## src/hdl/dcache_defines.svh

```systemverilog
`ifndef DCACHE_DEFINES_SVH
`define DCACHE_DEFINES_SVH

// ----------------------------------------
// Data cache geometry
// ----------------------------------------

// Word width on both CPU and bus side
`define DC_XLEN       32

// 16 sets x 2 ways x 16 bytes = 512 bytes
`define DC_SETS       16
`define DC_WAYS       2

// Words per line, one bus beat each
`define DC_BURST_LEN  4

// ----------------------------------------
// Replacement
// ----------------------------------------

// Random way pick, x^7 + x^6 + 1
`define DC_LFSR_W     7

`endif

```

## src/hdl/dcache_pkg.sv

```systemverilog
`include "dcache_defines.svh"

package dcache_pkg;

  // Address and data words
  typedef logic [`DC_XLEN-1:0]                word_t;
  typedef logic [$clog2(`DC_SETS)-1:0]        idx_t;     // Set index, adr[7:4]
  typedef logic [$clog2(`DC_BURST_LEN)-1:0]   boff_t;    // Word in line, adr[3:2]
  typedef logic [`DC_XLEN - $clog2(`DC_SETS) - $clog2(`DC_BURST_LEN)
                 - $clog2(`DC_XLEN/8) - 1:0]  tag_t;     // Upper address bits
  typedef logic [`DC_BURST_LEN*`DC_XLEN-1:0]  line_t;    // Full cache line
  typedef logic [`DC_WAYS-1:0]                way_sel_t; // One-hot way

  // Front-end FSM
  typedef enum logic [2:0] {
    HIT_IDLE, HIT_LOOKUP, HIT_FILL, HIT_REPLAY, HIT_WRITE, HIT_FLUSH
  } hit_state_e;

  // Bus FSM
  typedef enum logic [1:0] {
    BIU_IDLE, BIU_ADDR, BIU_DATA, BIU_COMMIT
  } biu_state_e;

  // Bus transfer type
  typedef enum logic {
    SINGLE, INCR
  } biu_type_e;

endpackage

```

## src/hdl/dcache_hit_ctrl.sv

```systemverilog
`timescale 1ns/1ps

module dcache_hit_ctrl (
  input  logic              clk_i,
  input  logic              rst_ni,

  input  logic              setup_req_i,
  input  logic              setup_we_i,
  input  dcache_pkg::word_t setup_adr_i,
  input  dcache_pkg::word_t setup_d_i,
  input  logic              hit_i,
  input  dcache_pkg::line_t line_i,
  input  logic              biu_done_i,
  input  logic              cache_flush_i,
  input  logic              flush_done_i,

  output logic              stall_o,
  output logic              mem_ack_o,
  output dcache_pkg::word_t mem_q_o,
  output logic              fill_req_o,
  output logic              wr_req_o,
  output logic              word_we_o,
  output logic              flush_start_o,
  output logic              cache_flush_rdy_o
);

  import dcache_pkg::*;

  localparam int unsigned BOFF_LSB = $bits(word_t) - $bits(tag_t) - $bits(idx_t)
                                     - $bits(boff_t);

  hit_state_e state_q, state_d;
  logic       resp_q;        // Ack or flush ready in last cycle
  logic       flush_pend_q;
  logic       req_valid;
  boff_t      boff;
  word_t      rd_word;

  // Held request was already answered while resp_q is high
  assign req_valid = setup_req_i && !resp_q;

  // Setup holds its register while anything is in progress
  assign stall_o = (state_q != HIT_IDLE) || req_valid;

  // ----------------------------------------
  // Read data
  // ----------------------------------------
  assign boff    = setup_adr_i[BOFF_LSB +: $bits(boff_t)];
  assign rd_word = line_i[boff*$bits(word_t) +: $bits(word_t)];
  assign mem_q_o = setup_we_i ? setup_d_i : rd_word;  // Stores echo their data

  // ----------------------------------------
  // Front-end FSM
  // ----------------------------------------
  always_comb begin
    state_d           = state_q;
    mem_ack_o         = 1'b0;
    fill_req_o        = 1'b0;
    wr_req_o          = 1'b0;
    word_we_o         = 1'b0;
    flush_start_o     = 1'b0;
    cache_flush_rdy_o = 1'b0;

    unique case (state_q)
      HIT_IDLE: begin
        if (flush_pend_q) begin         // Flush wins, request waits in setup
          flush_start_o = 1'b1;
          state_d       = HIT_FLUSH;
        end else if (req_valid) begin
          state_d = HIT_LOOKUP;
        end
      end
      HIT_LOOKUP: begin
        if (setup_we_i) begin           // Write-through, no allocate
          wr_req_o  = 1'b1;
          word_we_o = hit_i;
          state_d   = HIT_WRITE;
        end else if (hit_i) begin
          mem_ack_o = 1'b1;
          state_d   = HIT_IDLE;
        end else begin
          fill_req_o = 1'b1;
          state_d    = HIT_FILL;
        end
      end
      HIT_FILL: begin
        if (biu_done_i) begin
          state_d = HIT_REPLAY;         // Line now in the array
        end
      end
      HIT_REPLAY: begin
        mem_ack_o = 1'b1;               // Answer from the re-read line
        state_d   = HIT_IDLE;
      end
      HIT_WRITE: begin
        if (biu_done_i) begin
          mem_ack_o = 1'b1;
          state_d   = HIT_IDLE;
        end
      end
      HIT_FLUSH: begin
        if (flush_done_i) begin
          cache_flush_rdy_o = 1'b1;
          state_d           = HIT_IDLE;
        end
      end
      default: state_d = HIT_IDLE;
    endcase
  end

  always_ff @(posedge clk_i or negedge rst_ni) begin
    if (!rst_ni) begin
      state_q      <= HIT_IDLE;
      resp_q       <= 1'b0;
      flush_pend_q <= 1'b0;
    end else begin
      state_q      <= state_d;
      resp_q       <= mem_ack_o || cache_flush_rdy_o;
      // Pending until sweep ends, held request ignored right after
      flush_pend_q <= (flush_pend_q || (cache_flush_i && !resp_q)) && !cache_flush_rdy_o;
    end
  end

endmodule

```

## config.mk

```make
export PLATFORM = sky130hd
export DESIGN_NAME = dcache_hit_ctrl
export DESIGN_NICKNAME = d
export VERILOG_FILES = /design/src/hdl/dcache_pkg.sv /design/src/hdl/dcache_hit_ctrl.sv
export VERILOG_INCLUDE_DIRS = /design/src /design/src/hdl
export SDC_FILE = /design/constraint.sdc
export NUM_CORES = 1
export LEC_CHECK = 0
export BUFFER_PORTS_ARGS = -buffer_cell sky130_fd_sc_hd__clkbuf_2
export CAP_MARGIN = 0
export CELL_PAD_IN_SITES_DETAIL_PLACEMENT = 1
export CELL_PAD_IN_SITES_GLOBAL_PLACEMENT = 2
export CORE_MARGIN = 2
export CORE_UTILIZATION = 15
export DETAILED_ROUTE_END_ITERATION = 8
export GPL_TIMING_DRIVEN = 0
export PLACE_DENSITY = 0.85
export SETUP_SLACK_MARGIN = 0.2
export SLEW_MARGIN = 30
export SYNTH_ARGS = -nofsm -noshare
export SYNTH_HDL_FRONTEND = slang
export SYNTH_SLANG_ARGS = --single-unit
```

## constraint.sdc

```tcl
create_clock -name clk_i -period 1.6 [get_ports clk_i]
set_input_delay 0.08 -clock clk_i [delete_from_list [all_inputs] [get_ports clk_i]]
set_output_delay 0.08 -clock clk_i [all_outputs]
set_load 0.02 [all_outputs]
```

Word-level counts from Yosys, hierarchy flattened
Index checks and enable logic that the tools add are counted.
{"block": "totals", "register_bits": 5, "input_bits": 200, "out_inout_bits": 39, "elab_cells": 48}
{"block": "classes", "eq_ne": 9, "shifts": 1, "mux": 24, "reduce_logical": 11}
{"op": "$shiftx 128x8->32", "n": 1}
{"op": "$mux 32", "n": 1}
{"op": "$mux 3", "n": 6}
{"op": "$pmux 3 s5", "n": 1}
{"op": "$mux 1", "n": 14}
{"op": "$eq 3x2->1 const B", "n": 2}
{"op": "$eq 3x3->1 const B", "n": 2}
{"op": "$ne 2x2->1 const B", "n": 3}
{"op": "$reduce_and 4->1", "n": 1}
{"op": "$eq 3x1->1 const B", "n": 1}
{"op": "$logic_and 1x1->1", "n": 3}
{"op": "$logic_not 3->1", "n": 1}
{"op": "$logic_or 1x1->1", "n": 3}
{"op": "$ne 3x3->1 const B", "n": 1}
{"op": "$pmux 1 s3", "n": 1}
{"op": "$reduce_bool 3->1", "n": 1}
{"op": "$logic_not 1->1", "n": 2}
{"op": "$mux 2", "n": 1}

Longest topological paths before layout
{"block": "depth", "depth_word": 5, "ltp_mapped": 5, "mapped_depth_nobuf": 4}

Worst setup path before layout
No wires, ideal clock.
{"block": "synth_path", "path_kind": "register to register", "start": "reg state_q[2]", "end": "reg state_q[1]", "setup_ns": 0.066, "arrival_ns": 1.543, "required_time_ns": 1.534, "path_slack_ns": -0.009, "path_stages_with_launch": 4, "path_buffers": 1, "synth_period_minus_slack_ns": 1.609, "cell_sequence": "dfrtp_1 -> buf_2 -> nor4_1 -> o21ba_2"}
{"block": "synth_between", "elab_chain_cells": 3, "word_cells_on_any_way": 11, "classes_between": "eq/ne: 8; mux: 1; reduce/logical: 2"}
{"item": "from (decl)", "line_no": "dcache_hit_ctrl.sv:32", "rtl": "hit_state_e state_q, state_d;"}
{"item": "from (signal assigned)", "line_no": "dcache_hit_ctrl.sv:117", "rtl": "state_q <= state_d;"}
{"item": "$eq 3x3->1 (tied with other cells)", "line_no": "dcache_hit_ctrl.sv:64", "rtl": "unique case (state_q)"}
{"item": "$ne 2x2->1 (no line) / $ne 3x3->1 (equally long branches)"}
{"item": "$reduce_and 4->1 (no line)"}
Several ways; a longest one is shown, not always the timed one.
A chain may end at the register's enable or synchronous reset.

Worst setup path after layout
{"block": "layout_path", "start": "reg state_q[1]", "end": "out word_we_o"}
{"block": "layout_between", "elab_chain_cells": 2}
{"item": "$eq 3x1->1", "line_no": "dcache_hit_ctrl.sv:64"}
{"item": "$mux 1", "line_no": "dcache_hit_ctrl.sv:64"}
{"item": "to (decl)", "line_no": "dcache_hit_ctrl.sv:22", "rtl": "output logic word_we_o,"}
No other way between the ends.

==> results.md <==
- GR Layer Usage met3: 2.734%
- Worst Setup End Kind: primary output
- CP Cell Sequence: nand2b_4 > nor3_2 > and2_1 > clkbuf_2
- Max Cap Viol: 0
- Hold violation count in the final report: 0
- Synth area leaders: mux2_4, mux2i_1, o221a_1, dfrtp_1, nand2_1
- Clock Path Buffers: 2
- Period utilization: 86.89%
- Core area: 11,270 um2
- Status: completed
- Row cnt: 39
- Vias in the first global route: 2,544
- Hold Crit Start: flush_done_i
- Critical path launch point type: register
- Synth Area in Compound Gates: 23.67%
- CP Max Fanout: 7
- Final std cells w/o fill: 539
- Router iterations before antenna repair: 6
- WL final: 8163 um
- GRT met1 Usage: 12.53%
- Sink Count: 5
- IO Port Bufs: 207
- R2R Path Start: state_q[0]
- Peak VDD IR: 258.4 uV
- Mapped cell area: 1713 um2
- # DRC: 0
- H-tree depth: 1
- Largest net degree at the start of global routing: 11
- Die Wd: 110.9 um
- Die area: 12,290 um2
- DRT iter0 DRCs: 38
- Area Overhead vs Synth: 79.62%
- Leakage: 1.696 nW
- Placed cells: 533
- # setup viols final: 0
- Mux contribution to synthesized area: 47.19%
- Chip height: 110.9 um
- First-pass GRT wire length: 12,360 um
- Drt wl/cell: 15.14 um
- Cts bufs inserted: 3
- GRT Total Usage: 12.36%
- Most common cell after layout, fill and taps aside: clkbuf_2
- Post-layout min period: 1.390 ns
- Required @ worst endpoint: 1.52 ns
- Root Buffer: clkbuf_16
- Power, Total: 1.864 mW
- Top delay family on crit path: simple AND/OR/NAND/NOR gates
- Critical path class: register to primary output
- Share of cells above drive strength 1: 69.70%
- Combinational family with the most area after synthesis: multiplexers
- CP max stage delay: 0.45 ns
- CTS tree: done
- Syn. warnings: 0
- IO Pins: 239
- N_diodes: 0
- RSZ-0062 raised after global routing: true
- Setup Total Neg Slack: 0 ns
- Fillers: 1,397
- Adder-Cell Fraction of Synth Area: 0%
- CP Data Arrival Time: 1.31 ns
- Fin. max-slew vios: 0
- Placement Cell Area: 2939 um2
- Seq/Total Area, Yosys: 7.305%
- Gr busiest metal: met2
- Post-route cell area: 3077 um2
- Skew final: 0.0004527 ns
- PD cells: 605.9 nW/um2
- Initial Util: 15.20%
- Mapped Cells: 183
- Commonest non-fill, non-tap cells in the layout: clkbuf_2, nand2_1, mux2i_1
- DR vias: 2,340
- Min-Delay Path Class: primary input to register
- GRT met2 Usage: 25.24%
- GPL Wtd Cong: 0.7715
- Post-Synth Simple-Gate Area: 13.66%
- Initial antenna violation count: 0
- Via density: 4.341
- Crit path max-delay cell type: dfrtp_2
- Fmax: 0.7193 GHz
- CP startpoint: state_q[1]
- Number of nets in the layout: 597
- ANT nets after route: 0
- Hpwl dp: 7034 um
- Later-pin clock latency in the skew report: 0.23 ns
- Synthesized area per cell: 9.360 um2
- Largest area contributor in the netlist: mux2_4
- Gr ovfl total: 0
- Max_slew headroom: 82.14%
- Hold slack: 0.09023 ns
- R2r setup slk: 0.37 ns
- Flop and latch count out of synthesis: 5
- Mapped Nets: 383
- Bufs and invs on worst path: 1
- Reg clk slew, reported paths: 0.03 ns
- Synth cell types: 27
- Worst slew pin tran: 0.2660 ns
- Top cell type's share of synthesized area: 24.54%
- Post-Synth XOR/XNOR Area: 0%
-- worst paths after layout --
| check | endpoint | depth (start not counted) |
|---|---|---|
| setup / recovery | word_we_o | 4 |
| hold reg to reg | state_q[2] | 1 |
| hold / removal | state_q[0] | 2 |
| max in group asynchronous | state_q[0] | 2 |
| min in group asynchronous | state_q[1] | 2 |
| setup reg to reg | state_q[2] | 3 |
-- power breakdown --
part           internal [mW]  switching, mW
clock                  0.330         0.0809
combinational          0.615          0.604
sequential             0.180         0.0537
-- stage by stage --
step | setup slack, ns | utilization, %
3_3_place_gp | 0.2020 | 26.07
5_1_grt | 0.1786 | 27.29
4_1_cts | 0.1548 | 26.90
2_1_floorplan | 0.2543 | -
6_report | 0.2098 | 27.29
3_5_place_dp | 0.1675 | 26.07
-- synthesized netlist by cell type --
master / count
buf_2: 7
mux2_2: 4
nor4_1: 1
nor2_1: 2
nand3_1: 2
inv_2: 1
o21ai_0: 2
inv_1: 2
o221a_2: 4
mux2_4: 28
nor3_1: 2
mux4_2: 1
nor2b_1: 4
buf_4: 3
a21oi_1: 2
mux2i_1: 32
and2_1: 2
dfrtp_1: 5
o221a_1: 28
nand3b_1: 1
o21ba_2: 1
or2_1: 1
nand2b_1: 4
buf_6: 5
nand2_1: 33
clkbuf_1: 4
o211ai_1: 2
-- registers in the layout, summed over array words and instances (netlist names) --
register      cells
state_q           3
resp_q            1
flush_pend_q      1
-- kinds of logic (layout without fill, tap and decap cells) --
logic type	after synthesis	in the layout
multiplexers	65	65
AO/OA/AOI/OAI	39	39
AND/OR/NAND/NOR	52	52
buffers and inverters	22	235
flip-flops	5	5
-- timing repair --
action / 4_1_cts / 5_1_grt
resized for setup: 3 / 16
hold buffers: 1 / 0
pin swaps: 0 / 0
endpoints found under the setup margin: 15 / 24
endpoints found under the hold margin: 5 / 0
setup buffers: 0 / 1
-- metal layers --
metal	routed length [um]	vias up
met5	0	-
met4	93	0
met3	695	8
met2	4381	132
met1	2993	1066
li1	-	1134
-- area by class of cell --
type | instances | area [um2] | share of cell area, %
plain buffers | 19 | 141.4 | 4.595
inverters | 3 | 11.26 | 0.3660
flip-flops and latches | 5 | 127.6 | 4.148
multi-input cells | 156 | 1483 | 48.19
well taps | 143 | 178.9 | 5.815
repair buffers | 209 | 1056 | 34.32
clock buffers | 4 | 78.83 | 2.562
No activity file was read; power rests on OpenSTA's default activity.
