## src/hdl/dcache_defines.svh

```systemverilog
`ifndef DCACHE_DEFINES_SVH
`define DCACHE_DEFINES_SVH

// ----------------------------------------
// Data cache geometry
// ----------------------------------------

// Word width on both CPU and bus side
`define DC_XLEN       32

// 16 sets x 2 ways x 16 bytes = 512 bytes
`define DC_SETS       16
`define DC_WAYS       2

// Words per line, one bus beat each
`define DC_BURST_LEN  4

// ----------------------------------------
// Replacement
// ----------------------------------------

// Random way pick, x^7 + x^6 + 1
`define DC_LFSR_W     7

`endif

```

## src/hdl/dcache_pkg.sv

```systemverilog
`include "dcache_defines.svh"

package dcache_pkg;

  // Address and data words
  typedef logic [`DC_XLEN-1:0]                word_t;
  typedef logic [$clog2(`DC_SETS)-1:0]        idx_t;     // Set index, adr[7:4]
  typedef logic [$clog2(`DC_BURST_LEN)-1:0]   boff_t;    // Word in line, adr[3:2]
  typedef logic [`DC_XLEN - $clog2(`DC_SETS) - $clog2(`DC_BURST_LEN)
                 - $clog2(`DC_XLEN/8) - 1:0]  tag_t;     // Upper address bits
  typedef logic [`DC_BURST_LEN*`DC_XLEN-1:0]  line_t;    // Full cache line
  typedef logic [`DC_WAYS-1:0]                way_sel_t; // One-hot way

  // Front-end FSM
  typedef enum logic [2:0] {
    HIT_IDLE, HIT_LOOKUP, HIT_FILL, HIT_REPLAY, HIT_WRITE, HIT_FLUSH
  } hit_state_e;

  // Bus FSM
  typedef enum logic [1:0] {
    BIU_IDLE, BIU_ADDR, BIU_DATA, BIU_COMMIT
  } biu_state_e;

  // Bus transfer type
  typedef enum logic {
    SINGLE, INCR
  } biu_type_e;

endpackage

```

## src/hdl/dcache_setup.sv

```systemverilog
`timescale 1ns/1ps

module dcache_setup (
  input  logic              clk_i,
  input  logic              rst_ni,

  input  logic              mem_req_i,
  input  logic              mem_we_i,
  input  dcache_pkg::word_t mem_adr_i,
  input  dcache_pkg::word_t mem_d_i,
  input  logic              stall_i,

  output logic              setup_req_o,
  output logic              setup_we_o,
  output dcache_pkg::word_t setup_adr_o,
  output dcache_pkg::word_t setup_d_o,
  output dcache_pkg::idx_t  setup_idx_o
);

  import dcache_pkg::*;

  // Index sits right below the tag
  localparam int unsigned IDX_LSB = $bits(word_t) - $bits(tag_t) - $bits(idx_t);

  // ----------------------------------------
  // Request register
  // ----------------------------------------
  always_ff @(posedge clk_i or negedge rst_ni) begin
    if (!rst_ni) begin
      setup_req_o <= 1'b0;
      setup_we_o  <= 1'b0;
    end else if (!stall_i) begin  // Hold while back end busy
      setup_req_o <= mem_req_i;
      setup_we_o  <= mem_we_i;
    end
  end

  // Address and store data
  always_ff @(posedge clk_i) begin
    if (!stall_i) begin
      setup_adr_o <= mem_adr_i;
      setup_d_o   <= mem_d_i;
    end
  end

  // Array index runs one cycle ahead of the lookup
  assign setup_idx_o = stall_i ? setup_adr_o[IDX_LSB +: $bits(idx_t)]  // Held request
                               : mem_adr_i[IDX_LSB +: $bits(idx_t)];   // Incoming request

endmodule

```

## config.mk

```make
export PLATFORM = sky130hd
export DESIGN_NAME = dcache_setup
export DESIGN_NICKNAME = d
export VERILOG_FILES = /design/src/hdl/dcache_pkg.sv /design/src/hdl/dcache_setup.sv
export VERILOG_INCLUDE_DIRS = /design/src /design/src/hdl
export SDC_FILE = /design/constraint.sdc
export NUM_CORES = 1
export LEC_CHECK = 0
export BUFFER_PORTS_ARGS = -buffer_cell sky130_fd_sc_hd__buf_2
export CAP_MARGIN = 5
export CORE_ASPECT_RATIO = 1.5
export CORE_MARGIN = 3
export CORE_UTILIZATION = 41
export DETAILED_ROUTE_END_ITERATION = 6
export GPL_ROUTABILITY_DRIVEN = 1
export HOLD_SLACK_MARGIN = 0.05
export PLACE_DENSITY_LB_ADDON = 0.05
export SETUP_SLACK_MARGIN = 0.3
export SLEW_MARGIN = 20
export SYNTH_ARGS = -nofsm -noshare
export SYNTH_HDL_FRONTEND = slang
export SYNTH_SLANG_ARGS = --single-unit
```

## constraint.sdc

```tcl
create_clock -name clk_i -period 0.85 [get_ports clk_i]
set_clock_uncertainty 0.05 [all_clocks]
set_input_delay 0.17 -clock clk_i [delete_from_list [all_inputs] [get_ports clk_i]]
set_output_delay 0.17 -clock clk_i [all_outputs]
set_load 0.02 [all_outputs]
```

Yosys cells after proc, flatten, opt, wreduce, memory -nomap -nowiden:

Cells that the tools add are included.

* bits in registers: 66
* latch bits: 0
* bits in writable memories: 0
* ROM bits: 0
* input bits: 69
* word-level logic and storage cells: 5
* memories kept: 0

* $add $sub $neg: 0
* multiply operators: 0
* divide/modulo/power cells: 0
* magnitude comparators: 0
* equal/unequal tests: 0
* shifts and indexed selects: 0
* multiplexer cells: 1
* bitwise logic cells: 0
* reductions and logical operators: 0

Operator list (count)
* two-way mux 4 bit: 1

Depth between registers and ports, before layout:

Gate-level depths: netlist (run 1).

* word-level depth: 1
* depth in mapped cells: 2
* depth with buffers taken out: 1

Worst setup path before layout (run 1):

OpenSTA, ideal clock, no wires.

* kind: input port to flip-flop
* start: input stall_i
* end: register setup_adr_o[0], enable pin
* setup time: 418 ps
* arrival time: 1549 ps
* path slack: -1167 ps
* cell stages on the path: 2
* buffers on the path: 1
* cells stage by stage: buf_6 inv_1

RTL lines
* from (decl): RTL line dcache_setup.sv:11 `input logic stall_i,`
* to (signal assigned): RTL line dcache_setup.sv:41 `setup_adr_o <= mem_adr_i;`
* to (decl): RTL line dcache_setup.sv:15 `output dcache_pkg::word_t setup_adr_o,`

No word-level cell between the ends.

Final worst setup path (run 1):

* start: register setup_adr_o[6]
* end: output setup_idx_o[2]

* cells in the longest elaborated chain, start to end: 1

RTL lines
* two-way mux 4 bit: RTL line dcache_setup.sv:47 `assign setup_idx_o = stall_i ? setup_adr_o[IDX_LSB +: $bits(idx_t)]`
* to (decl): RTL line dcache_setup.sv:17 `output dcache_pkg::idx_t setup_idx_o`

Every way passes these cells.

==> results.json, run 1 <==
{
  "status": "finished with violations",
  "failed_checks": "negative hold slack, negative setup slack",
  "timing.reg2reg.setup_slack_ns": 0.01,
  "drive_gt1_share_pct": 72.9,
  "gate_count_after_technology_mapping": 74,
  "timing.fmax_mhz": 736,
  "final.min_clock_period_ns": 1.36,
  "share_of_yosys_cell_area_claimed_by_the_top_area_cell_type_pct": 92.5,
  "dieHeight_um": 93.2,
  "leakage_nw": 1.62,
  "io_pins": 139,
  "postCtsHoldBufs": 1,
  "drc": 0,
  "start_util_pct": 42.8,
  "htreeDepth": 3,
  "netlist_top_cells_area": "edfxtp_1, mux2_4, dfrtp_1",
  "clkLatencyLatePin_ns": 0.32,
  "final_max_slew_viol_count": 0,
  "end_kind": "output pin",
  "worst_hold_slack_ns": -0.0331,
  "detail_route.wl_per_cell_um": 15.2,
  "vias": 1375,
  "rr_worst_depth": 1,
  "coreArea_um2": 4850,
  "grt_pass1_vias": 1388,
  "power_per_cell_area_nw_per_um2": 2150,
  "synth_area_leader": "edfxtp_1",
  "sequential_share_of_the_synthesized_area_pct": 94.9,
  "worst-path-max-fanout": 2,
  "postLayoutSetupSlackWorst_ns": -0.509,
  "dpl.hpwl_mm": 3.07,
  "gr-usage-all-layers_pct": 16.1,
  "grt_antenna_before_repair": 0,
  "worst_path_required_ns": 0.63,
  "routed_via_density": 4.34,
  "numCtsBuffers": 9,
  "final.period_utilization_pct": 160,
  "cap_violations": 0,
  "ys_ff_latch": 66,
  "dr.first_iter.drc_count": 50,
  "max_slew.worst_pin.slew_ns": 0.154,
  "count_of_different_cell_masters_after_synthesis": 5,
  "grt_pass1_wl_mm": 6.95,
  "worst_hold_path.num_cells": 1,
  "portBuffers": 138,
  "ctsLongestPathBuffers": 2,
  "ir_worst_vdd_v": 0.00215,
  "clk_transition_reported_paths_ns": 0.07,
  "drt-pass1-iter-count": 4,
  "tritoncts_num_sinks": 66,
  "critical_path_class": "reg2out",
  "n_antenna_cell": 0,
  "max-slew-margin-rel_pct": 89.7,
  "layout-area-overhead-vs-synth_pct": 78.6,
  "grt_max_degree": 13,
  "final-setup-viol-count": 102,
  "start_kind": "register",
  "hold_violations": 64,
  "row_count": 31,
  "clock_tree.root_cell": "clkbuf_8",
  "synthesis.yosys.warnings": 0,
  "synth.cell_area_um2": 2080,
  "place_ws_ns": -0.247,
  "die_w_um": 64.1,
  "grt_setup_unrepaired": "true",
  "globalRoute.totalOverflow": 0,
  "nNetsFinal": 315,
  "synth_nets": 143,
  "floorplan.die_area_um2": 5970,
  "worst_hold_path_type": "in2reg",
  "worst-endpoint-arrival_ns": 1.14,
  "drt_wl_total_mm": 4.82,
  "finalWeightedCongestion": 0.656,
  "synth_area_per_cell_um2": 28.1,
  "antenna_violating_nets_post_route": 0,
  "tritoncts_clock_tree": "done"
}
==> final cells by class <==
class                      count  area (µm²)
timing repair buffer         162        1340
clock inverter                 5        78.8
fill                         300        1140
inverter                       1        7.51
sequential                    66        1970
tap                           66        82.6
clock buffer                  11         131
multi-input combinational      6        90.1
==> report_power, final <==
part	internal (mW)	total, mW	switching [mW]
combinational	0.671	1.29	0.620
sequential	3.86	3.95	0.0932
clock	1.64	2.73	1.08
total	6.17	7.97	1.80
==> through the flow <==
step	power (mW)	utilization, %	cells	instance area [µm²]	setup TNS (ns)
2_1_floorplan	4.47	-	74	2090	-50.40
3_3_place_gp	4.88	59.4	280	2880	-14.75
3_5_place_dp	4.90	59.4	280	2880	-16.15
4_1_cts	7.90	72.9	312	3530	-17.62
5_1_grt	8.29	76.5	317	3710	-21.85
6_report	7.97	76.5	317	3710	-18.84
==> synthesized netlist by cell type <==
library cell / count
edfxtp_1: 64
mux2_4: 6
dfrtp_1: 2
buf_6: 1
inv_1: 1
==> layer usage <==
metal	share of wire (%)	global-route usage (%)
met5	0	0
met4	1.5	7.41
met3	11	7.93
met2	52	26.2
met1	36	17.4
==> cell usage in the layout, fill, tap and decap left out, types with 3 or more instances in the layout <==
master      instances
buf_2             100
edfxtp_1           64
clkinvlp_4          3
buf_6              46
buf_12              3
mux2_4              6
buf_16              7
clkbuf_8            9
buf_4               3
==> final timing paths <==
path                                      from        endpoint
worst max register to register     setup_req_o     setup_req_o
worst min-delay path               mem_d_i[14]   setup_d_o[14]
max in group asynchronous               rst_ni     setup_req_o
worst min register to register      setup_we_o      setup_we_o
worst max-delay path            setup_adr_o[6]  setup_idx_o[2]
min in group asynchronous               rst_ni      setup_we_o
==> worst max-delay path, stage by stage (launching register included) <==
cell	delay, ns
edfxtp_1	0.41
mux2_4	0.28
buf_6	0.13
==> repair_timing <==
item / CTS / global route
cloned: 7 / 1
pin swaps: 0 / 0
setup endpoints to repair: 136 / 136
buffers inserted: 8 / 4
endpoints found under the hold margin: 68 / 66
gates resized for setup: 58 / 38
==> state kept, by name, summed over array words and instances, names as in the netlist <==
name and flops:
setup_req_o 1, setup_we_o 1, setup_adr_o 32, setup_d_o 32
==> cells by family (layout without fill, tap and decap cells) <==
logic type,Yosys count,in the layout,synth area share [%]
flops,66,66,94.9
mux,6,6,4.34
buf+inv,2,179,0.723
No activity file was read; power rests on OpenSTA's default activity.
==> inputs of run 2 (changes only) <==
- BUFFER_PORTS_ARGS: -buffer_cell sky130_fd_sc_hd__buf_2 -> default
- CORE_UTILIZATION: 41 -> 60
- DONT_BUFFER_PORTS: default -> 1
- MAX_ROUTING_LAYER: default -> met4
==> run 2 against run 1 <==
The flow still finishes with violations (negative hold slack, negative setup slack). Count of clock-buffer cells in the layout down 2. Worst hold slack worse by 0.083 ns. Utilization increased by 1.2 points. Power down 5.6%. Critical path type unchanged. Critical endpoint is now setup_idx_o[3].
==> results.json, run 2 (synthesis results as in run 1) <==
{
  "status": "finished with violations",
  "failed_checks": "negative hold slack, negative setup slack",
  "numCtsBuffers": 9,
  "start_kind": "register",
  "grt_max_degree": 37,
  "clock_tree.root_cell": "clkbuf_8",
  "layout_top_registers": "setup_adr_o x32, setup_d_o x32",
  "htreeDepth": 3,
  "power_per_cell_area_nw_per_um2": 3010,
  "detail_route.wl_per_cell_um": 27.0,
  "critical_path.top_delay_family": "flip-flops",
  "gr-usage-all-layers_pct": 19.9,
  "io_pins": 139,
  "leakage_nw": 0.890,
  "final.period_utilization_pct": 149,
  "worst_hold_path.num_cells": 0,
  "finalWeightedCongestion": 0.715,
  "final-setup-viol-count": 72,
  "grt_pass1_vias": 842,
  "critical-path-slowest-cell": "edfxtp_1",
  "grt_pass1_wl_mm": 5.00,
  "finalCoreUtilization_pct": 77.7,
  "finalInstanceArea_um2": 2500,
  "die_w_um": 54.0,
  "fillers": 159,
  "hold_violations": 66,
  "globalRoute.totalOverflow": 0,
  "grt_antenna_before_repair": 0,
  "max-slew-margin-rel_pct": 82.7,
  "floorplan.die_area_um2": 4220,
  "antenna_violating_nets_post_route": 0,
  "clk_transition_reported_paths_ns": 0.07,
  "layout-area-overhead-vs-synth_pct": 20.5,
  "grt_setup_unrepaired": "true",
  "routed_via_density": 5.87,
  "end_kind": "output pin",
  "worst_hold_path_type": "in2reg",
  "mostFrequentLayoutCells": "edfxtp_1, clkbuf_8, buf_6, mux2_4",
  "worst_path_required_ns": 0.63,
  "final.min_clock_period_ns": 1.27,
  "most_common_cell_after_layout_fill_and_taps_aside": "edfxtp_1",
  "timing.reg2reg.setup_slack_ns": -0.09,
  "postCtsHoldBufs": 1,
  "worst_hold_slack_ns": -0.116,
  "row_count": 25,
  "tritoncts_num_sinks": 66,
  "dieHeight_um": 78.1,
  "final_max_slew_viol_count": 0,
  "ir_worst_vdd_v": 0.00229,
  "start_util_pct": 64.5,
  "drt_wl_total_mm": 3.80,
  "post_dp_cell_area_um2": 2210,
  "drive_gt1_share_pct": 34.7,
  "worst-endpoint-arrival_ns": 1.05,
  "drt-pass1-iter-count": 3,
  "timing.fmax_mhz": 790,
  "portBuffers": 0,
  "max_slew.worst_pin.slew_ns": 0.259,
  "worst_path_largest_cell_delay_ns": 0.40,
  "vias": 827,
  "clkLatencyLatePin_ns": 0.32,
  "cap_violations": 0,
  "n_antenna_cell": 0,
  "path_buf_inv": 0,
  "tritoncts_clock_tree": "done",
  "dpl.hpwl_mm": 2.72,
  "rr_worst_depth": 2,
  "worst-path-max-fanout": 2,
  "drc": 0,
  "timing.critical_path.depth": 1,
  "cell_by_cell_trace_of_the_critical_path": "mux2_4",
  "coreArea_um2": 3220,
  "nNetsFinal": 166,
  "ctsLongestPathBuffers": 2,
  "postLayoutSetupSlackWorst_ns": -0.416,
  "critical_path_class": "reg2out",
  "dr.first_iter.drc_count": 22
}
run 2: through the flow:
| step | worst slack [ns] | total power, mW | hold slack [ns] | setup TNS (ns) | instances |
|---|---|---|---|---|---|
| final | -0.416 | 7.53 | -0.116 | -14.44 | 141 |
| after global routing | -0.455 | 7.78 | -0.143 | -17.07 | 141 |
| after CTS | -0.428 | 7.62 | -0.139 | -16.03 | 140 |
| after detailed placement | -0.0554 | 4.58 | -0.176 | -0.203 | 121 |
| after global placement | -0.0353 | 4.56 | -0.176 | -0.136 | 121 |
| after floorplan | -0.777 | 4.47 | -0.176 | -50.40 | 74 |
run 2: report_power, final:
group / switching [mW] / internal [mW]
Sequential: 0.408 / 3.88
Clock: 1.05 / 1.91
Combinational: 0.139 / 0.132
run 2: repair_timing:
| action | CTS | global route |
|---|---|---|
| endpoints found under the setup margin | 72 | 72 |
| hold endpoints to repair | 68 | 68 |
| gates cloned | 0 | 0 |
| setup buffers | 3 | 1 |
| resized for setup | 6 | 1 |
run 2: final cells by class:
| type | count | area, µm² | share of cell area, % |
|---|---|---|---|
| Inverter | 1 | 7.51 | 0.300 |
| Tap cell | 40 | 50.0 | 2.00 |
| Sequential cell | 66 | 1970 | 78.9 |
| Timing Repair Buffer | 13 | 151 | 6.05 |
| Multi-Input combinational cell | 6 | 90.1 | 3.60 |
| Clock inverter | 6 | 106 | 4.25 |
| Clock buffer | 9 | 124 | 4.95 |
run 2: path summary, 6_finish.rpt:
path                                start               to
min reg2reg                   setup_req_o      setup_req_o
max in group asynchronous          rst_ni      setup_req_o
min in group asynchronous          rst_ni       setup_we_o
max reg2reg                    setup_we_o       setup_we_o
min                         mem_adr_i[14]  setup_adr_o[14]
max                        setup_adr_o[7]   setup_idx_o[3]
run 2: per-layer routing:
metal,part of all wire [%],vias to the layer above,wire length (µm),GRT usage [%]
met3,12,10,441,11.6
met1,32,386,1200,19.6
li1,-,343,-,-
met5,0,-,0,-
met2,54,88,2050,30.2
met4,2.6,0,99,10.2
