## src/hdl/dcache_defines.svh

```systemverilog
`ifndef DCACHE_DEFINES_SVH
`define DCACHE_DEFINES_SVH

// ----------------------------------------
// Data cache geometry
// ----------------------------------------

// Word width on both CPU and bus side
`define DC_XLEN       32

// 16 sets x 2 ways x 16 bytes = 512 bytes
`define DC_SETS       16
`define DC_WAYS       2

// Words per line, one bus beat each
`define DC_BURST_LEN  4

// ----------------------------------------
// Replacement
// ----------------------------------------

// Random way pick, x^7 + x^6 + 1
`define DC_LFSR_W     7

`endif

```

## src/hdl/dcache_pkg.sv

```systemverilog
`include "dcache_defines.svh"

package dcache_pkg;

  // Address and data words
  typedef logic [`DC_XLEN-1:0]                word_t;
  typedef logic [$clog2(`DC_SETS)-1:0]        idx_t;     // Set index, adr[7:4]
  typedef logic [$clog2(`DC_BURST_LEN)-1:0]   boff_t;    // Word in line, adr[3:2]
  typedef logic [`DC_XLEN - $clog2(`DC_SETS) - $clog2(`DC_BURST_LEN)
                 - $clog2(`DC_XLEN/8) - 1:0]  tag_t;     // Upper address bits
  typedef logic [`DC_BURST_LEN*`DC_XLEN-1:0]  line_t;    // Full cache line
  typedef logic [`DC_WAYS-1:0]                way_sel_t; // One-hot way

  // Front-end FSM
  typedef enum logic [2:0] {
    HIT_IDLE, HIT_LOOKUP, HIT_FILL, HIT_REPLAY, HIT_WRITE, HIT_FLUSH
  } hit_state_e;

  // Bus FSM
  typedef enum logic [1:0] {
    BIU_IDLE, BIU_ADDR, BIU_DATA, BIU_COMMIT
  } biu_state_e;

  // Bus transfer type
  typedef enum logic {
    SINGLE, INCR
  } biu_type_e;

endpackage

```

## src/hdl/dcache_biu_ctrl.sv

```systemverilog
`timescale 1ns/1ps

`include "dcache_defines.svh"

module dcache_biu_ctrl (
  input  logic                  clk_i,
  input  logic                  rst_ni,

  input  logic                  fill_req_i,
  input  logic                  wr_req_i,
  input  dcache_pkg::word_t     adr_i,
  input  dcache_pkg::word_t     d_i,
  input  logic                  biu_stb_ack_i,
  input  logic                  biu_ack_i,
  input  dcache_pkg::word_t     biu_q_i,

  output logic                  done_o,
  output logic                  fill_we_o,
  output dcache_pkg::line_t     fill_line_o,
  output logic                  biu_stb_o,
  output dcache_pkg::word_t     biu_adri_o,
  output dcache_pkg::biu_type_e biu_type_o,
  output logic                  biu_we_o,
  output dcache_pkg::word_t     biu_d_o
);

  import dcache_pkg::*;

  // Byte offset inside a line
  localparam int unsigned LINE_LSB = $bits(word_t) - $bits(tag_t) - $bits(idx_t);

  biu_state_e state_q, state_d;
  boff_t      beat_q;
  logic       done_q;
  word_t      adr_q;
  word_t      d_q;
  logic       we_q;
  biu_type_e  type_q;
  line_t      line_q;     // Line buffer
  logic       beat_en;
  logic       last_beat;

  // Data may come back with the strobe ack
  assign beat_en   = biu_ack_i && ((state_q == BIU_DATA) ||
                                   (state_q == BIU_ADDR && biu_stb_ack_i));
  assign last_beat = (type_q == SINGLE) || (beat_q == boff_t'(`DC_BURST_LEN - 1));

  always_comb begin
    state_d = state_q;
    unique case (state_q)
      BIU_IDLE:   if (fill_req_i || wr_req_i) state_d = BIU_ADDR;
      BIU_ADDR:   if (beat_en && last_beat) state_d = BIU_COMMIT;
                  else if (biu_stb_ack_i)   state_d = BIU_DATA;
      BIU_DATA:   if (beat_en && last_beat) state_d = BIU_COMMIT;
      BIU_COMMIT: state_d = BIU_IDLE;
      default:    state_d = BIU_IDLE;
    endcase
  end

  always_ff @(posedge clk_i or negedge rst_ni) begin
    if (!rst_ni) begin
      state_q <= BIU_IDLE;
      beat_q  <= '0;
      done_q  <= 1'b0;
    end else begin
      state_q <= state_d;
      done_q  <= (state_q == BIU_COMMIT);   // One cycle after the array write
      if (state_q == BIU_IDLE) beat_q <= '0;
      else if (beat_en)        beat_q <= beat_q + boff_t'(1);
    end
  end

  // ----------------------------------------
  // Transfer registers and line buffer
  // ----------------------------------------
  always_ff @(posedge clk_i) begin
    if (state_q == BIU_IDLE) begin
      if (fill_req_i) begin                 // Burst from line start
        adr_q  <= {adr_i[$bits(word_t)-1:LINE_LSB], {LINE_LSB{1'b0}}};
        we_q   <= 1'b0;
        type_q <= INCR;
      end else if (wr_req_i) begin
        adr_q  <= adr_i;
        d_q    <= d_i;
        we_q   <= 1'b1;
        type_q <= SINGLE;
      end
    end
    if (beat_en) line_q[beat_q*$bits(word_t) +: $bits(word_t)] <= biu_q_i;
  end

  assign done_o      = done_q;
  assign fill_we_o   = (state_q == BIU_COMMIT) && !we_q;  // Fills only
  assign fill_line_o = line_q;

  assign biu_stb_o   = (state_q == BIU_ADDR);
  assign biu_adri_o  = adr_q;
  assign biu_type_o  = type_q;
  assign biu_we_o    = we_q;
  assign biu_d_o     = d_q;

endmodule

```

## config.mk

```make
export PLATFORM = sky130hd
export DESIGN_NAME = dcache_biu_ctrl
export DESIGN_NICKNAME = d
export VERILOG_FILES = /design/src/hdl/dcache_pkg.sv /design/src/hdl/dcache_biu_ctrl.sv
export VERILOG_INCLUDE_DIRS = /design/src /design/src/hdl
export SDC_FILE = /design/constraint.sdc
export NUM_CORES = 1
export LEC_CHECK = 0
export BUFFER_PORTS_ARGS = -buffer_cell sky130_fd_sc_hd__clkbuf_2
export CORE_MARGIN = 2
export CORE_UTILIZATION = 38
export DETAILED_ROUTE_END_ITERATION = 10
export PLACE_DENSITY = 0.66
export SETUP_SLACK_MARGIN = 0.5
export SLEW_MARGIN = 5
export SYNTH_ARGS = -nofsm -noshare
export SYNTH_HDL_FRONTEND = slang
export SYNTH_SLANG_ARGS = --single-unit
```

## constraint.sdc

```tcl
create_clock -name clk_i -period 2.5 [get_ports clk_i]
set_input_delay 0.125 -clock clk_i [delete_from_list [all_inputs] [get_ports clk_i]]
set_output_delay 0.125 -clock clk_i [all_outputs]
set_load 0.01 [all_outputs]
```

# == Word-level counts from Yosys, hierarchy flattened ==
# Index checks and enable logic that the tools add are counted.
# op_classes
addsub,2
eq_ne,7
n_shift,2
muxes,12
bitwise,2
n_reduce_logical,14
# ops
cell,n
128-bit bitwise mux,1
"32-bit by 34-bit variable shift with 128-bit output, first input constant",1
32-bit by 34-bit indexed part select with 128-bit output,1
32-bit two-way mux,2
7-bit negation with 34-bit output,1
2-bit two-way mux,6
2-bit one-hot mux with 4 select lines,1
"2-bit equality test, second input constant",3
3-bit AND reduction,2
1-bit logical AND,4
2-bit nonzero test,2
1-bit logical OR,3
"3-bit by 2-bit inequality test with 1-bit output, second input constant",1
"2-bit by 1-bit adder with 2-bit output, second input constant",1
"2-bit by 1-bit equality test with 1-bit output, second input constant",1
2-bit logical NOT,1
1-bit two-way mux,2
"2-bit by 1-bit inequality test with 1-bit output, second input constant",1
"2-bit inequality test, second input constant",1
1-bit inverter,2
2-bit AND reduction,1
1-bit logical NOT,1
# totals
regBits,199
input_bits,102
output_inout_bits,197

# == Logic depth before layout (Yosys ltp) ==
# Gate-level depths: netlist of the first run.
# logic_depth
ltp_word,7
mapped_depth,6
mapped_depth_nobuf,6

# == Worst setup path before layout of the first run ==
# Ideal clock, no wire load.
# synth_path
path_type,register to register
from,register state_q[1]
to,"register line_q[100] (netlist: fill_line_o[100]), enable pin"
setup_time_ps,392
arrival_ps,1951
path_slack_ps,157
path_stages_with_launch,6
period_less_slack_ps,2343
cell_sequence,dfrtp_1 inv_1 ha_1 a21oi_1 nor2b_1 and2_1
# synth_via
elab_chain_len,4
elab_cells_between_ends,5
cone_classes,eq/ne: 2; reduce/logical: 3
# synth_lines
element,line_no,text
from (decl),dcache_biu_ctrl.sv:32,"biu_state_e state_q, state_d;"
from (signal assigned),dcache_biu_ctrl.sv:66,state_q <= state_d;
2-bit by 1-bit equality test with 1-bit output,-,
via biu_stb_o,dcache_biu_ctrl.sv:20,"output logic biu_stb_o,"
1-bit logical AND,dcache_biu_ctrl.sv:45,(state_q == BIU_ADDR && biu_stb_ack_i));
1-bit logical OR,dcache_biu_ctrl.sv:44,assign beat_en = biu_ack_i && ((state_q == BIU_DATA) ||
1-bit logical AND,dcache_biu_ctrl.sv:44,
"to (signal, indexed assignment)",dcache_biu_ctrl.sv:89,if (beat_en) line_q[beat_q*$bits(word_t) +: $bits(word_t)] <= biu_q_i;
to (decl),dcache_biu_ctrl.sv:39,line_t line_q;
# The timed path passes the listed nets, and every way through them passes these cells.
# A chain may end at the register's enable or synchronous reset.

# == Worst setup path in the final report of the first run ==
# layout_path
from,register beat_q[1]
to,register line_q[16] (netlist: fill_line_o[16]) (data pin)
# layout_via
elab_chain_len,3
elab_cells_between_ends,4
cone_classes,add/sub: 1; shift: 2; mux: 1
# layout_lines
element,line_no,text
from (decl),dcache_biu_ctrl.sv:33,boff_t beat_q;
from (signal assigned),dcache_biu_ctrl.sv:69,else if (beat_en) beat_q <= beat_q + boff_t'(1);
7-bit negation with 34-bit output (*),dcache_biu_ctrl.sv:89,
32-bit by 34-bit indexed part select with 128-bit output or 32-bit by 34-bit variable shift with 128-bit output (tied branches),dcache_biu_ctrl.sv:89,
128-bit bitwise mux (*),dcache_biu_ctrl.sv:89,
# Every way passes the cells marked *; elsewhere a longest branch is shown, timed or not.

==> metrics.txt, run 1 <==
CP max FO=5; CP Class=reg2reg; drt drc=0; Max VDD drop=0.615 mV; FILL cells=1527; area fraction of the dominant cell type after synthesis=0.810; clock-pin slew on the worst setup and hold paths=around 0.070 ns; register area=approximately 6000 um2; WP data required=2.68 ns; I/O Buffers=298; Skew-Pair Late Insertion Delay=0.42 ns; final hold viol count=0; largest net degree at the start of global routing=35; Congestion Overflow GR=0; Critical Path Sink=fill_line_o[16]$_DFFE_PP_; top cell type by total area after synthesis=edfxtp_1; GRT Overall Usage=0.190; outcome=complete, no violations; most frequent CP cell=buf_4; first-pass GRT wire length=~28000 um; multi-input logic area=around 1200 um2; Syn. warnings=0; Slew HR=0.674; r2r setup slk=0.60 ns; CP bufs+invs=5; CP max stage cell=dfrtp_1; root buf cell=clkbuf_16; WL per Instance=a little under 20 um; Final Net Count=about 900; worst reg2reg path depth=8; Seq cells post-synth=199; Startpoint Class=register; Primary FF master, synth=edfxtp_1; worst r2r src=beat_q[1]$_DFFE_PN0P_; Post-DRT Antenna Nets=0; chip height=approximately 140 um; Rows=50; number of distinct library cells after synthesis=23; Vias/cell=approximately 4.6; number of synthesized flops with an enable pin=between 150 and 200; Max H-tree Level=4; CP Cell Sequence=inv_1 > ha_4 > buf_4 > nor3b_4 > buf_4 > buf_4 > buf_4 > and2_1; final cell count without fillers=around 1000; critical path depth in cells=8; Final Hold Slack=0.0216 ns; Max Buffers Root-to-Sink=2; core area=18600 um2; Power Density=934 nW/um2; placed cells=around 900; Peak Freq=0.526 GHz; layout cells sized above 1=0.466; max-slew violation count=0; max cap viols=0; TNS Setup=0 ns; HPWL after DPL=13200 um; final worst-path cycle share=0.761; Largest stage delay, worst path=0.42 ns; top cell family by delay on the critical path=buffers and inverters; vias=4738; Reg-to-Reg End=fill_line_o[16]$_DFFE_PP_; clk sinks=199; CTS tree=yes; CP Capture Type=register; HP Class=in2reg; vias in the first global route=4875; Placed Instance Area=9100 um2; Worst Setup SP=beat_q[1]$_DFFE_PN0P_; final setup violation count=0; Die Wd=142 um; Synth Cell Area=7190 um2; RSZ-0062 raised after global routing=yes; Commonest cells post-synth=edfxtp_1, and2_1, clkbuf_1; Initial Util=0.386; TritonCTS buffer count=17; ys async rst share=0.0251; Synth-to-Final Area Change=46.3%; # IOs=roughly 300; number of diodes=0; ranking of synthesized cells by area=edfxtp_1, and2_1, ha_1, dfrtp_1, clkbuf_1; fin crit period=1.90 ns; Synth Instances=roughly 390; antenna violations before repair=1; leakage power total=0.00443 uW; post-layout instance area=10500 um2; cell with the most instances after synthesis=edfxtp_1; GP Congestion=0.913; die footprint=roughly 20000 um2; fraction of the yosys area taken by sequential cells=0.828; DRT Pass-1 Iters=5; crit path DAT=~2.1 ns; Worst-Margin Slew=0.489 ns; 1st-iter DRT viols=265; Detailed Route WL=20100 um; Net Count, Synth=~500; worst clock skew=0.00998 ns; Post-Synthesis Mean Instance Area=18.5 um2
[state kept, by name, summed over array words and instances (netlist names)]
register and count:
fill_line_o 128, biu_we_o 1, biu_d_o 32, done_o 1
state_q 2, beat_q 2, biu_adri_o 32, biu_type_o 1
[layer usage]
metal / vias to the layer above / global-route usage / part of all wire
li1: 2183 / - / -
met1: 2357 / 0.232 / 0.40
met2: 163 / 0.332 / 0.52
met3: 33 / 0.0375 / 0.053
met4: 2 / 0.0779 / 0.026
met5: - / 0 / 0.00055
[kinds of logic (layout without fill, tap and decap cells)]
logic type,Yosys count,count (layout),share of synthesized area
AO/OA/AOI/OAI,6,6,0.00609
XOR/XNOR,1,1,0.00122
adder cells (fa/ha/maj),11,11,0.0191
buffers and inverters,18,427,0.00940
flip-flops,199,199,0.828
multiplexers,2,2,0.00296
AND/OR/NAND/NOR,151,152,0.133
[stage by stage]
stage | utilization | power, uW | setup WS (ns)
floorplan | - | 5680 | 0.482
global placement | 0.488 | 6630 | 0.319
detailed placement | 0.488 | 6730 | 0.184
CTS | 0.559 | 9630 | 0.460
global route | 0.564 | 10300 | 0.481
finish | 0.564 | 9830 | 0.597
[layout make-up]
| class | instances | share of cell area |
|---|---|---|
| flip-flops and latches | 199 | 0.566 |
| inverters | 6 | 0.00214 |
| clock buffers | 17 | 0.0405 |
| well taps | 234 | 0.0278 |
| repair buffers | 389 | 0.229 |
| clock inverters | 15 | 0.0156 |
| multi-input cells | 172 | 0.119 |
[worst min-delay path by stage]
stage	startpoint	endpoint	slack, ns	cells after the start
4_1_cts	biu_q_i[4]	fill_line_o[36]$_DFFE_PP_	0.006	2
5_1_grt	biu_q_i[4]	fill_line_o[36]$_DFFE_PP_	0.02	2
3_5_place_dp	rst_ni	state_q[1]$_DFFE_PN0P_	-0.04	1
6_report	biu_q_i[13]	fill_line_o[45]$_DFFE_PP_	0.02	2
3_3_place_gp	rst_ni	state_q[1]$_DFFE_PN0P_	-0.04	1
2_1_floorplan	rst_ni	beat_q[0]$_DFFE_PN0P_	-0.17	0
[layout by cell type, fill, tap and decap left out, drive strengths merged]
cell / netlist / routed
nor3b: 4 / 5
dfrtp: 5 / 5
and2b: 5 / 5
buf: 0 / 24
mux2: 1 / 1
bufinv: 0 / 1
nand2b: 1 / 1
ha: 11 / 11
a211oi: 1 / 1
a21o: 1 / 1
a22o: 1 / 1
and2: 132 / 132
mux2i: 1 / 1
nor3: 1 / 1
dlygate4sd3: 0 / 66
nor2b: 2 / 2
o21ai: 1 / 1
clkinv: 0 / 5
and3: 1 / 1
nor2: 5 / 5
clkbuf: 12 / 316
xnor2: 1 / 1
clkinvlp: 0 / 2
a21oi: 1 / 1
inv: 6 / 13
o32a: 1 / 1
edfxtp: 194 / 194
[worst reg2reg max path, cell delays in order (launching register included)]
cell and delay, ns:
dfrtp_1 0.42, inv_1 0.13, ha_4 0.34, buf_4 0.14, nor3b_4 0.04, buf_4 0.16, buf_4 0.14, buf_4 0.14
and2_1 0.16
[timing repair]
action	CTS	global route
pin swaps	0	1
setup endpoints to repair	189	181
gates resized for setup	3	10
hold endpoints to repair	71	0
hold buffers	66	0
cloned	1	3
buffers inserted	5	4
[where the power goes]
part	leakage, uW	total, uW	internal (uW)	switching, uW
Sequential	0.00187	4480	4330	154
Clock	0.000284	2710	1420	1290
Combinational	0.00228	2630	1150	1480
Total	0.00443	9830	6900	2930
Power figures use the tool's default switching activity.
==> run 2, diff against run 1 <==
- clock period: 2.5 -> 2 ns (I/O delays scaled with it)
==> metrics.txt, run 2 (synthesized netlist as in run 1, its figures left out) <==
outcome=complete, no violations; Max Buffers Root-to-Sink=2; Worst Setup SP=state_q[0]$_DFFE_PN0P_; placed cells=918; most common cell after layout, fill and taps aside=clkbuf_2; 1st-iter DRT viols=around 380; max-slew violation count=0; GRT Overall Usage=0.218; first-pass GRT wire length=roughly 32000 um; Power Density=1180 nW/um2; register area=5950 um2; DRT Pass-1 Iters=5; Final Hold Slack=0.0223 ns; antenna violations before repair=2; final hold viol count=0; Startpoint Class=register; leakage power total=0.00502 uW; vias in the first global route=around 5300; Tot Pwr=around 14000 uW; Skew-Pair Late Insertion Delay=0.44 ns; Detailed Route WL=23400 um; CP Capture Type=register; Congestion Overflow GR=0; Initial Util=0.386; Max H-tree Level=4; worst r2r src=state_q[0]$_DFFE_PN0P_; CTS tree=yes; Final Net Count=979; core area=18600 um2; HP Class=in2reg; max reg flops=128; drt drc=0; WL per Instance=around 21 um; root buf cell=clkbuf_16; # IOs=299; layout cells sized above 1=0.578; final worst-path cycle share=0.853; Die Wd=about 140 um; chip height=between 100 and 150 um; max cap viols=0; RSZ-0062 raised after global routing=yes; CP Class=reg2reg; TritonCTS buffer count=17; CP max FO=10; final cell count without fillers=1114; die footprint=20000 um2; Peak Freq=a little under 0.6 GHz; pre-CTS WS=0.136 ns; GP Congestion=0.873; Synth-to-Final Area Change=64.6%; crit path DAT=2.02 ns; clock-pin slew on the worst setup and hold paths=0.07 ns; HPWL after DPL=13900 um; Slew HR=0.775; Worst-Margin Slew=0.337 ns; TNS Setup=0 ns; FILL cells=1304; Post-DRT Antenna Nets=0; fin crit period=1.71 ns; most frequent cells in the layout=clkbuf_2, edfxtp_1, dlygate4sd3_1, and2_4, and2_1; Rows=50; I/O Buffers=298; final setup violation count=0; vias=roughly 5300; worst clock skew=approximately 0.010 ns; largest net degree at the start of global routing=33; Hold Crit Start=biu_q_i[26]; setup ws final=a little under 0.3 ns; Vias/cell=4.79; multi-input logic area=1550 um2; Max VDD drop=0.742 mV; WP data required=2.31 ns; clk sinks=199
run 2: changes by cell type in the layout (fill, tap and decap cells not counted), sizes merged:
cell | before | now
buf | 24 | 66
dlygate4sd3 | 66 | 93
clkbuf | 316 | 322
and2b | 5 | 8
clkinv | 5 | 8
and2 | 132 | 134
and3 | 1 | 3
bufinv | 1 | 0
clkinvlp | 2 | 1
diode | 0 | 1
inv | 13 | 12
nor3b | 5 | 4
run 2: what timing repair did:
action	4_1_cts	5_1_grt
pin swaps	30	58
gates cloned	16	11
endpoints found under the hold margin	149	0
setup endpoints to repair	322	285
hold buffers	93	0
gates resized for setup	61	74
setup buffers	36	7
run 2: final timing paths:
path | to | slack, ns | depth (start not counted)
worst max register to register | state_q[0]$_DFFE_PN0P_ | 0.29 | 5
max in group asynchronous | beat_q[0]$_DFFE_PN0P_ | 1.80 | 2
worst min register to register | done_o$_DFF_PN0_ | 0.75 | 2
min in group asynchronous | done_o$_DFF_PN0_ | 0.03 | 2
worst max-delay path | state_q[0]$_DFFE_PN0P_ | 0.29 | 5
worst min-delay path | fill_line_o[122]$_DFFE_PP_ | 0.02 | 2
run 2: per-stage QoR:
step	area (um2)	util
detailed placement	9170	0.492
global route	11800	0.634
finish	11800	0.635
floorplan	7300	-
CTS	11300	0.607
global placement	9170	0.492
run 2: layer usage:
layer,global-route usage,part of all wire,up-vias
met3,0.0442,0.058,52
met5,0,0,-
met4,0.102,0.035,0
li1,-,-,2370
met2,0.376,0.52,240
met1,0.264,0.39,2670
run 2: area by class of cell:
type | count | area share
repair buffers | 464 | 0.292
clock inverters | 15 | 0.0102
well taps | 234 | 0.0247
flip-flops and latches | 199 | 0.503
diodes | 1 | 0.000212
inverters | 6 | 0.00254
clock buffers | 17 | 0.0360
multi-input cells | 178 | 0.131
run 2: critical path, stage by stage (launching register included):
cell and delay, ns:
dfrtp_2 0.42, inv_4 0.06, ha_2 0.27, a22o_1 0.26
a21o_1 0.20, o32a_1 0.37
run 2: report_power, final:
group | leakage (uW) | total (uW) | internal, uW | switching (uW)
registers | 0.00187 | 5640 | 5420 | 225
clock network | 0.000266 | 3210 | 1620 | 1590
logic | 0.00289 | 5060 | 2720 | 2340
